### config.mk
export PLATFORM = sky130hd
export DESIGN_NAME = lookupStage
export DESIGN_NICKNAME = d
export VERILOG_FILES = /design/src/source/ghtPkg.sv /design/src/source/lookupStage.sv
export SDC_FILE = /design/constraint.sdc
export NUM_CORES = 1
export LEC_CHECK = 0
export ABC_CLOCK_PERIOD_IN_PS = 3400
export BUFFER_PORTS_ARGS = -buffer_cell sky130_fd_sc_hd__buf_2
export CAP_MARGIN = 40
export CORE_ASPECT_RATIO = 0.8
export CORE_UTILIZATION = 46
export CTS_CLUSTER_DIAMETER = 40
export DETAILED_ROUTE_END_ITERATION = 12
export GPL_TIMING_DRIVEN = 0
export PLACE_DENSITY = 0.83
export SKIP_LAST_GASP = 1
export SLEW_MARGIN = 15
export SYNTH_ARGS = -nofsm -noshare
export SYNTH_HDL_FRONTEND = slang
export SYNTH_SLANG_ARGS = --single-unit
### constraint.sdc
create_clock -name clk -period 3.4 [get_ports clk]
set_input_delay 0.34 -clock clk [delete_from_list [all_inputs] [get_ports clk]]
set_output_delay 0.34 -clock clk [all_outputs]
set_load 0.02 [all_outputs]
### src/source/ghtPkg.sv
package ghtPkg;

    localparam int NUM_BANKS = 8;
    localparam int NUM_ROWS = 32;
    localparam int NUM_COLS = 256;

    // address slice and history as seen on the lookup port
    typedef logic [15:0] ipBitsT;
    typedef logic [7:0] histT;

    // hashed index with col in [15:8], bank in {[7:6],[0]} and row in [5:1]
    typedef logic [15:0] tableIdxT;

    typedef logic [2:0] bankIdT;
    typedef logic [4:0] rowIdT;
    typedef logic [7:0] colIdT;

    // upper bit set means predict taken
    typedef logic [1:0] counterT;

    typedef struct packed {
        ipBitsT ip;
        histT hist;
    } lookupReqT;

    typedef struct packed {
        tableIdxT idx;
        counterT counter;
    } updateReqT;

    typedef struct packed {
        logic en;
        logic clear;
        rowIdT row;
        colIdT col;
        counterT counter;
    } bankWriteT;

    function automatic tableIdxT hashIdx(lookupReqT req);
        return req.ip ^ {req.hist, 8'b0};
    endfunction

    function automatic bankIdT bankOf(tableIdxT idx);
        return {idx[7:6], idx[0]};
    endfunction

    function automatic rowIdT rowOf(tableIdxT idx);
        return idx[5:1];
    endfunction

    function automatic colIdT colOf(tableIdxT idx);
        return idx[15:8];
    endfunction

endpackage

### src/source/lookupStage.sv
module lookupStage
    import ghtPkg::*;
(
    input logic clk,
    input logic rst,
    input logic lookupValid,
    input logic lookupReady,
    input lookupReqT lookupReq,
    output rowIdT rdRow,
    output colIdT rdCol,
    input counterT [NUM_BANKS-1:0] bankCounters,
    output logic predValid,
    output counterT predCounter
);

    logic accept;
    lookupReqT reqQ;
    tableIdxT idx;
    bankIdT bankSel;

    assign accept = lookupValid && lookupReady;

    // request payload held until the next accepted lookup
    always_ff @(posedge clk) begin
        if (accept) begin
            reqQ <= lookupReq;
        end
    end

    always_ff @(posedge clk) begin
        if (rst) begin
            predValid <= 1'b0;
        end else begin
            predValid <= accept;
        end
    end

    // hash of the registered request drives all banks at once
    assign idx = hashIdx(reqQ);
    assign rdRow = rowOf(idx);
    assign rdCol = colOf(idx);
    assign bankSel = bankOf(idx);

    // only the addressed bank's counter is used
    assign predCounter = bankCounters[bankSel];

endmodule

==> impl_metrics.prom <==
# TYPE chip_impl_metric gauge
chip_impl_info{name="run_status",value="completed"} 1
chip_impl_metric{name="drt_first_pass_iters",unit=""} 3
chip_impl_metric{name="post_route_cells_drive_above_1_share",unit="%"} 66.9
chip_impl_info{name="crit_slowest_cell",value="mux4_1"} 1
chip_impl_metric{name="netlist-cell-type-count",unit=""} 8
chip_impl_metric{name="clkTransAtPathRegs",unit="ns"} 0.12
chip_impl_metric{name="gp_congestion",unit=""} 0.704
chip_impl_metric{name="power_report.internal_total",unit="mW"} 0.470
chip_impl_metric{name="synth_seq_area_share",unit="%"} 70.6
chip_impl_metric{name="whs",unit="ns"} 0.181
chip_impl_metric{name="ys_ff_latch",unit=""} 25
chip_impl_metric{name="finish.utilization",unit="%"} 65.7
chip_impl_metric{name="yosys_warnings",unit=""} 0
chip_impl_metric{name="vdd_drop_max",unit="mV"} 0.325
chip_impl_metric{name="grt_pass1_wl",unit="um"} 2580
chip_impl_metric{name="worstPathRequired",unit="ns"} 3.06
chip_impl_metric{name="maximum_number_of_pins_on_one_net_before_global_route_repair",unit=""} 15
chip_impl_metric{name="avgViaCountPerCell",unit=""} 4.65
chip_impl_info{name="cell_type_group_with_the_largest_total_delay_on_the_critical_path",value="multiplexers"} 1
chip_impl_metric{name="post-place-ws",unit="ns"} 1.62
chip_impl_metric{name="numPortBuffers",unit=""} 59
chip_impl_metric{name="finalNetCount",unit=""} 163
chip_impl_metric{name="multi_input_area",unit="um2"} 210
chip_impl_metric{name="final.min_clock_period",unit="ns"} 2.14
chip_impl_metric{name="average_cell_area_after_synthesis",unit="um2"} 19.4
chip_impl_metric{name="fp-row-count",unit=""} 15
chip_impl_info{name="timing.hold.worst.class",value="in2reg"} 1
chip_impl_metric{name="power_density",unit="nW/um2"} 430
chip_impl_metric{name="critPathBufInv",unit=""} 1
chip_impl_metric{name="io_pins",unit=""} 60
chip_impl_metric{name="tns",unit="ns"} 0
chip_impl_metric{name="global_route.usage.total",unit="%"} 14.3
chip_impl_metric{name="num_antenna_cells",unit=""} 0
chip_impl_metric{name="drv_slew",unit=""} 0
chip_impl_metric{name="worst-path-max-fanout",unit=""} 4
chip_impl_metric{name="finalHoldViolCount",unit=""} 0
chip_impl_info{name="path_class",value="reg2out"} 1
chip_impl_info{name="setup.worst_path.start_class",value="flop"} 1
chip_impl_metric{name="worst_slew_pin_tran",unit="ns"} 0.543
chip_impl_metric{name="die_width",unit="um"} 55.4
chip_impl_metric{name="htree_levels",unit=""} 1
chip_impl_metric{name="p_clk_share",unit="%"} 20.0
chip_impl_metric{name="placeable_core_area",unit="um2"} 2160
chip_impl_info{name="cts_root_buf",value="clkbuf_4"} 1
chip_impl_metric{name="slew_headroom",unit="%"} 63.8
chip_impl_metric{name="cap_viol_max_count",unit=""} 0
chip_impl_metric{name="ctsLongestPathBuffers",unit=""} 2
chip_impl_metric{name="drt.antenna.violating_nets",unit=""} 0
chip_impl_metric{name="seqCellArea",unit="um2"} 741
chip_impl_info{name="layout_common_cells",value="buf_2, edfxtp_1, buf_4, xor2_1, mux4_1"} 1
chip_impl_metric{name="timing.final.setup_violations",unit=""} 0
chip_impl_metric{name="grt_antenna_before_repair",unit=""} 0
chip_impl_metric{name="post_synth_instance_area",unit="um2"} 1050
chip_impl_metric{name="total_power",unit="mW"} 0.609
chip_impl_metric{name="power.net_switching",unit="mW"} 0.140
chip_impl_info{name="timing.critical_path.cells",value="mux4_1 > mux2_2 > buf_2"} 1
chip_impl_metric{name="synth_instances",unit=""} 54
chip_impl_metric{name="first_global_vias",unit=""} 651
chip_impl_metric{name="cts_hold_buffers",unit=""} 0
chip_impl_metric{name="comb_power_share",unit="%"} 19.4
chip_impl_metric{name="postCtsSetupBuffers",unit=""} 0
chip_impl_metric{name="drtIter0Drc",unit=""} 10
chip_impl_metric{name="synthToLayoutAreaGrowth",unit="%"} 35.2
chip_impl_metric{name="ctsResizeCount",unit=""} 0
chip_impl_metric{name="initial_util",unit="%"} 48.6
chip_impl_metric{name="power.share.sequential",unit="%"} 60.6
chip_impl_metric{name="finalWirelength",unit="um"} 1620
chip_impl_metric{name="die_h",unit="um"} 44.7
chip_impl_metric{name="vias",unit=""} 665
chip_impl_info{name="rsz_0062_raised_after_global_routing",value="false"} 1
chip_impl_metric{name="fp.dieArea",unit="um2"} 2480
chip_impl_metric{name="power.switching_fraction",unit="%"} 22.9
chip_impl_metric{name="clock_sinks",unit=""} 25
chip_impl_info{name="final_common_cell",value="buf_2"} 1
chip_impl_metric{name="postPlaceCellArea",unit="um2"} 1390
chip_impl_metric{name="routedWlPerCell",unit="um"} 11.3
chip_impl_info{name="worst_setup_path_end_kind",value="output pin"} 1
chip_impl_metric{name="critical_path_arrival",unit="ns"} 1.80
chip_impl_metric{name="fillerInstances",unit=""} 173
chip_impl_metric{name="detail_route.drc_violations",unit=""} 0
chip_impl_metric{name="total_clock_buffers_created_by_cts",unit=""} 3
chip_impl_metric{name="layout_worst_path_cycle_share",unit="%"} 62.9
chip_impl_metric{name="slowest_delay",unit="ns"} 0.59
chip_impl_metric{name="final_design_area_no_fill",unit="um2"} 1420
chip_impl_metric{name="p_leak",unit="nW"} 0.643
chip_impl_info{name="cts_tree",value="yes"} 1
chip_impl_metric{name="syn_nets",unit=""} 98
chip_impl_metric{name="gr-total-overflow",unit=""} 0
chip_impl_metric{name="post-place-cells",unit=""} 139
chip_impl_metric{name="max_clock_freq",unit="GHz"} 0.468
chip_impl_metric{name="setup_ws",unit="ns"} 1.26
chip_impl_metric{name="instances_no_fill",unit=""} 143
metal layers:
layer	track usage [%]	wire length, um
met5	0	0
met1	14.6	586
met2	26.5	863
met3	7.16	144
met4	4.00	21
worst paths after layout:
kind | slack, ns | from | to | cells past startpoint
min | 0.18 | rst | predValid$_SDFF_PP0_ | 2
max | 1.26 | reqQ[8]$_DFFE_PP_ | predCounter[0] | 3
cells by family after synthesis:
| family | share of synthesized area (%) |
|---|---|
| DFF | 70.6 |
| and+or+nand+nor | 1.19 |
| muxes | 12.2 |
| xor gates and xnor gates | 6.68 |
| buffers and inverters | 9.31 |
Yosys cell counts:
cell      instances  share of area [%]
mux2_2            2                2.1
dfxtp_1           1                1.9
buf_4            13                9.3
mux4_1            4                 10
edfxtp_1         24                 69
xor2_1            8                6.7
and2_1            1               0.60
nor2b_1           1               0.60
flip-flops by register name, indices dropped and copies added, names as in the netlist:
register	count
reqQ	24
predValid	1
power by group through the flow:
stage	registers, mW	clock network, mW	logic, mW
5_1_grt	0.372	0.141	0.127
6_report	0.369	0.122	0.118
3_5_place_dp	0.377	0	0.119
4_1_cts	0.369	0.129	0.120
3_3_place_gp	0.375	0	0.115
2_1_floorplan	0.375	0	0.0732
final cells by class:
cell class | count | share of cell area [%]
buffer | 13 | 6.88
tap | 25 | 2.21
clock inverter | 1 | 0.353
timing repair buffer | 60 | 21.9
multi-input combinational | 16 | 14.8
sequential | 25 | 52.3
clock buffer | 3 | 1.59
No activity file was read; power rests on OpenSTA's default activity.
