File: src/source/ghtPkg.sv
package ghtPkg;

    localparam int NUM_BANKS = 8;
    localparam int NUM_ROWS = 32;
    localparam int NUM_COLS = 256;

    // address slice and history as seen on the lookup port
    typedef logic [15:0] ipBitsT;
    typedef logic [7:0] histT;

    // hashed index with col in [15:8], bank in {[7:6],[0]} and row in [5:1]
    typedef logic [15:0] tableIdxT;

    typedef logic [2:0] bankIdT;
    typedef logic [4:0] rowIdT;
    typedef logic [7:0] colIdT;

    // upper bit set means predict taken
    typedef logic [1:0] counterT;

    typedef struct packed {
        ipBitsT ip;
        histT hist;
    } lookupReqT;

    typedef struct packed {
        tableIdxT idx;
        counterT counter;
    } updateReqT;

    typedef struct packed {
        logic en;
        logic clear;
        rowIdT row;
        colIdT col;
        counterT counter;
    } bankWriteT;

    function automatic tableIdxT hashIdx(lookupReqT req);
        return req.ip ^ {req.hist, 8'b0};
    endfunction

    function automatic bankIdT bankOf(tableIdxT idx);
        return {idx[7:6], idx[0]};
    endfunction

    function automatic rowIdT rowOf(tableIdxT idx);
        return idx[5:1];
    endfunction

    function automatic colIdT colOf(tableIdxT idx);
        return idx[15:8];
    endfunction

endpackage

File: src/source/updateScheduler.sv
module updateScheduler
    import ghtPkg::*;
(
    input logic clk,
    input logic rst,
    input logic upd0Valid,
    input logic upd1Valid,
    input updateReqT upd0Req,
    input updateReqT upd1Req,
    output logic upd0Ready,
    output logic upd1Ready,
    output logic initBusy,
    output bankWriteT [NUM_BANKS-1:0] bankWr
);

    typedef enum logic [1:0] {
        ST_SWEEP,
        ST_READY,
        ST_DRAIN
    } schedStateT;

    schedStateT state;
    rowIdT sweepRow;
    updateReqT saved;

    logic acc0;
    logic acc1;
    bankIdT bank0;
    bankIdT bank1;
    bankIdT bankSaved;
    logic conflict;

    function automatic bankWriteT toCmd(updateReqT req);
        bankWriteT cmd;
        cmd.en = 1'b1;
        cmd.clear = 1'b0;
        cmd.row = rowOf(req.idx);
        cmd.col = colOf(req.idx);
        cmd.counter = req.counter;
        return cmd;
    endfunction

    assign initBusy = (state == ST_SWEEP);
    assign upd0Ready = (state == ST_READY);
    assign upd1Ready = (state == ST_READY);

    assign acc0 = upd0Valid && upd0Ready;
    assign acc1 = upd1Valid && upd1Ready;
    assign bank0 = bankOf(upd0Req.idx);
    assign bank1 = bankOf(upd1Req.idx);
    assign bankSaved = bankOf(saved.idx);

    // a bank takes one write per cycle so port 1 yields
    assign conflict = acc0 && acc1 && (bank0 == bank1);

    always_ff @(posedge clk) begin
        if (rst) begin
            state <= ST_SWEEP;
            sweepRow <= '0;
        end else begin
            case (state)
                ST_SWEEP: begin
                    sweepRow <= sweepRow + 1'b1;
                    if (sweepRow == rowIdT'(NUM_ROWS - 1)) begin
                        state <= ST_READY;
                    end
                end
                ST_READY: begin
                    if (conflict) begin
                        state <= ST_DRAIN;
                    end
                end
                ST_DRAIN: begin
                    state <= ST_READY;
                end
                default: begin
                    state <= ST_SWEEP;
                end
            endcase
        end
    end

    // save buffer payload
    always_ff @(posedge clk) begin
        if (conflict) begin
            saved <= upd1Req;
        end
    end

    always_comb begin
        for (int b = 0; b < NUM_BANKS; b++) begin
            bankWr[b] = '0;
            case (state)
                ST_SWEEP: begin
                    bankWr[b].clear = 1'b1;
                    bankWr[b].row = sweepRow;
                end
                ST_DRAIN: begin
                    if (bankSaved == bankIdT'(b)) begin
                        bankWr[b] = toCmd(saved);
                    end
                end
                default: begin
                    // port 0 first so a same-bank port 1 falls to the buffer
                    if (acc0 && bank0 == bankIdT'(b)) begin
                        bankWr[b] = toCmd(upd0Req);
                    end else if (acc1 && bank1 == bankIdT'(b)) begin
                        bankWr[b] = toCmd(upd1Req);
                    end
                end
            endcase
        end
    end

endmodule

File: config.mk
export PLATFORM = sky130hd
export DESIGN_NAME = updateScheduler
export DESIGN_NICKNAME = d
export VERILOG_FILES = /design/src/source/ghtPkg.sv /design/src/source/updateScheduler.sv
export SDC_FILE = /design/constraint.sdc
export NUM_CORES = 1
export LEC_CHECK = 0
export BUFFER_PORTS_ARGS = -buffer_cell sky130_fd_sc_hd__buf_2
export CORE_UTILIZATION = 48
export CTS_BUF_LIST = sky130_fd_sc_hd__clkbuf_16
export DETAILED_ROUTE_END_ITERATION = 12
export PLACE_DENSITY_LB_ADDON = 0.25
export SLEW_MARGIN = 40
export SYNTH_ARGS = -nofsm -noshare
export SYNTH_HDL_FRONTEND = slang
export SYNTH_SLANG_ARGS = --single-unit
File: constraint.sdc
create_clock -name clk -period 3.1 [get_ports clk]
set_input_delay 0.155 -clock clk [delete_from_list [all_inputs] [get_ports clk]]
set_output_delay 0.155 -clock clk [all_outputs]
set_load 0.05 [all_outputs]
==> results_dict.tcl <==
set metrics [dict create \
    num_vias 5007 \
    slew_headroom_pct 45.8 \
    clock_skew_ps 5.89 \
    max_freq_ghz 0.337 \
    drt_iter0_drc 705 \
    fin_tns_setup_ps 0 \
    clk_path_buf_depth 2 \
    status "finished clean" \
    critical_path_required_ps 2940 \
    drv_cap 0 \
    hpwl_um 10600 \
    die-area_sq_um 8300 \
    peakVddDrop_mv 0.212 \
    max_slew.worst_pin.slew_ps 813 \
    syn_nets 494 \
    antenna_found_initial 0 \
    endpoint "bankWr[38]" \
    cts.sinks 25 \
    reg2reg_depth 3 \
    setup_viol 0 \
    start_util_pct 49.6 \
    grt_pass1_vias 4530 \
    p_leak_nw 2.49 \
    critical_path_class "flip-flop to output pin" \
    place.gp.congestion 0.906 \
    die_x_um 91.1 \
    routed_via_density 7.30 \
    n_antenna_cell 0 \
    rsz0062_at_grt "false" \
    tritoncts "done" \
    rr_endpoint "sweepRow[3]" \
    antenna_left 0 \
    synth-seq-cells 25 \
    core-area_sq_um 7690 \
    grt_overflow 0 \
    min-delay-path-class "input port to flip-flop" \
    cp.arrival_ps 2810 \
    crit_path_start "state[1]" \
    timing.final.crit_share_pct 95.6 \
    grt_pass1_wl_um 24300 \
    h-tree-depth 1 \
    avgRoutedWirePerCell_um 23.0 \
    finalWirelength_um 15800 \
    dieHeight_um 91.1 \
    reg2reg_from "state[1]" \
    drc_errors 0 \
    clk_latency_ps 270 \
    cp_max_fo 24 \
    grt_usage_pct 37.0 \
    synthCells 452 \
    synth_area_sq_um 3810 \
    ys_seq_area_share_pct 17.9 \
    path_clk_slew_ps 70 \
    p_per_area_nw_per_um2 198 \
    numCtsBuffers 3 \
    syn2layout_area_growth_pct 25.8 \
    first_pass_iters 5 \
    min_period_ps 2960 \
    whs_ps 151 \
    start_kind "flip-flop" \
    hold_viol_final 0 \
    r2r_slack_ps 1380 \
    postCtsSetupBuffers 0 \
    drive_gt1_share_pct 40.8 \
    fin_nets 627 \
    synth_cell_types 44 \
    slew_violations 0 \
    rows 32 \
    yosysWarnings 0 \
    io_buffers 178 \
    io_pins 179 \
    cts-root-buf "clkbuf_16" \
    grt_max_degree 45 \
    endpoint_kind "output pin" \
    syn_avg_cell_area_sq_um 8.43 \
]
## power breakdown
part	leakage (nW)	switching, mW	internal, mW
logic	2.23	0.209	0.0726
registers	0.219	0.00320	0.361
clock network	0.0409	0.130	0.174
total	2.49	0.342	0.608
## placed cells by master, fill, tap and decap left out, types with 2 or more instances in the layout
master | synthesis | layout
edfxtp_1 | 18 | 18
buf_2 | 18 | 178
xor2_1 | 3 | 3
buf_4 | 12 | 34
and3_1 | 62 | 62
nor4bb_2 | 0 | 2
nand2b_1 | 7 | 7
dfxtp_1 | 7 | 7
ha_1 | 2 | 2
and2_0 | 5 | 4
and3b_1 | 3 | 3
a211oi_2 | 4 | 4
nand4bb_1 | 2 | 2
nand2_1 | 12 | 12
clkbuf_16 | 0 | 3
or3b_2 | 4 | 4
nor2_1 | 11 | 10
a221o_1 | 120 | 120
xnor2_1 | 2 | 2
a211o_1 | 4 | 4
or3_1 | 3 | 3
a2111oi_4 | 4 | 4
a21oi_1 | 3 | 3
o221ai_1 | 2 | 2
nor3b_1 | 21 | 21
or3b_1 | 2 | 2
nand3b_1 | 2 | 2
nor3_1 | 7 | 6
o21ai_0 | 42 | 42
nand3_1 | 2 | 2
## routing by layer
| layer | routed length (um) | share of wire [%] | GRT usage (%) |
|---|---|---|---|
| met1 | 5770 | 37 | 48.4 |
| met2 | 7090 | 45 | 58.0 |
| met3 | 2220 | 14 | 5.86 |
| met4 | 707 | 4.5 | 20.2 |
| met5 | 0 | 0 | 0 |
## logic make-up after synthesis
kind of cell	Yosys count	share of synthesized area (%)
simple gates	154	26.5
compound gates	181	43.3
xor+xnor	5	1.15
flops	25	17.9
fa+ha+maj	2	0.656
buf+inv	85	10.5
## cell usage after synthesis (all sizes together)
cell type / number / area, sq um
nor3: 7 / 35.0
nand4bb: 2 / 22.5
clkbuf: 28 / 105
nand2: 12 / 45.0
xnor2: 2 / 17.5
a221o: 120 / 1200
xor2: 3 / 26.3
a211o: 4 / 35.0
nand3b: 3 / 35.0
a2111oi: 4 / 110
buf: 56 / 293
or3b: 6 / 52.6
nor2: 11 / 41.3
a21oi: 3 / 15.0
edfxtp: 18 / 541
o221ai: 2 / 17.5
or3: 3 / 18.8
o21ai: 43 / 215
nor3b: 23 / 189
a21o: 1 / 7.51
a211oi: 4 / 50.1
and3: 62 / 388
and4b: 1 / 10.0
nand4b: 1 / 8.76
or4b: 1 / 10.0
and2: 6 / 37.5
dfxtp: 7 / 140
nor4bb: 2 / 20.0
and3b: 3 / 26.3
nand3: 2 / 10.0
inv: 1 / 3.75
or4: 1 / 7.51
ha: 2 / 25.0
nand2b: 7 / 43.8
nor4b: 1 / 8.76
## worst min-delay path by stage
stage	to	depth (start not counted)	from	slack, ps
5_1_grt	bankSaved[2]	1	upd1Req[9]	160
2_1_floorplan	bankSaved[0]	0	upd1Req[2]	250
6_report	bankSaved[2]	1	upd1Req[9]	150
3_3_place_gp	bankSaved[2]	1	upd1Req[9]	410
4_1_cts	bankSaved[2]	1	upd1Req[9]	140
3_5_place_dp	bankSaved[2]	1	upd1Req[9]	410
## stage by stage
step / area (sq um) / utilization [%] / power (mW) / std cells / setup slack (ps)
after floorplan: 3810 / - / 0.566 / 452 / 856
after global placement: 4710 / 61.3 / 0.643 / 682 / 522
after detailed placement: 4710 / 61.3 / 0.646 / 682 / 464
after CTS: 4790 / 62.4 / 0.945 / 686 / 154
after global routing: 4800 / 62.4 / 0.977 / 686 / 37.0
final: 4800 / 62.4 / 0.950 / 686 / 137
## worst max-delay path, stage by stage, from the launching register on
cell and delay, ps:
dfxtp_1 750, and3b_1 390, buf_4 230, a2111oi_4 340, buf_4 320, a221o_1 230, buf_2 270
## layout make-up
cell class / count / area [sq um]
clock buffers: 3 / 75.1
repair buffers: 212 / 1150
multi-input cells: 342 / 2760
flip-flops and latches: 25 / 681
inverters: 1 / 3.75
clock inverters: 1 / 5.00
fillers: 702 / 2890
well taps: 102 / 128
## repair_timing
item	CTS	global route
gates resized for setup	0	1
endpoints found under the setup margin	0	14
hold buffers	0	0
## flip-flops by register name, indices dropped and copies added (netlist names)
name and count:
state 2, sweepRow 5, saved 15, bankSaved 3
Power figures use the tool's default switching activity.
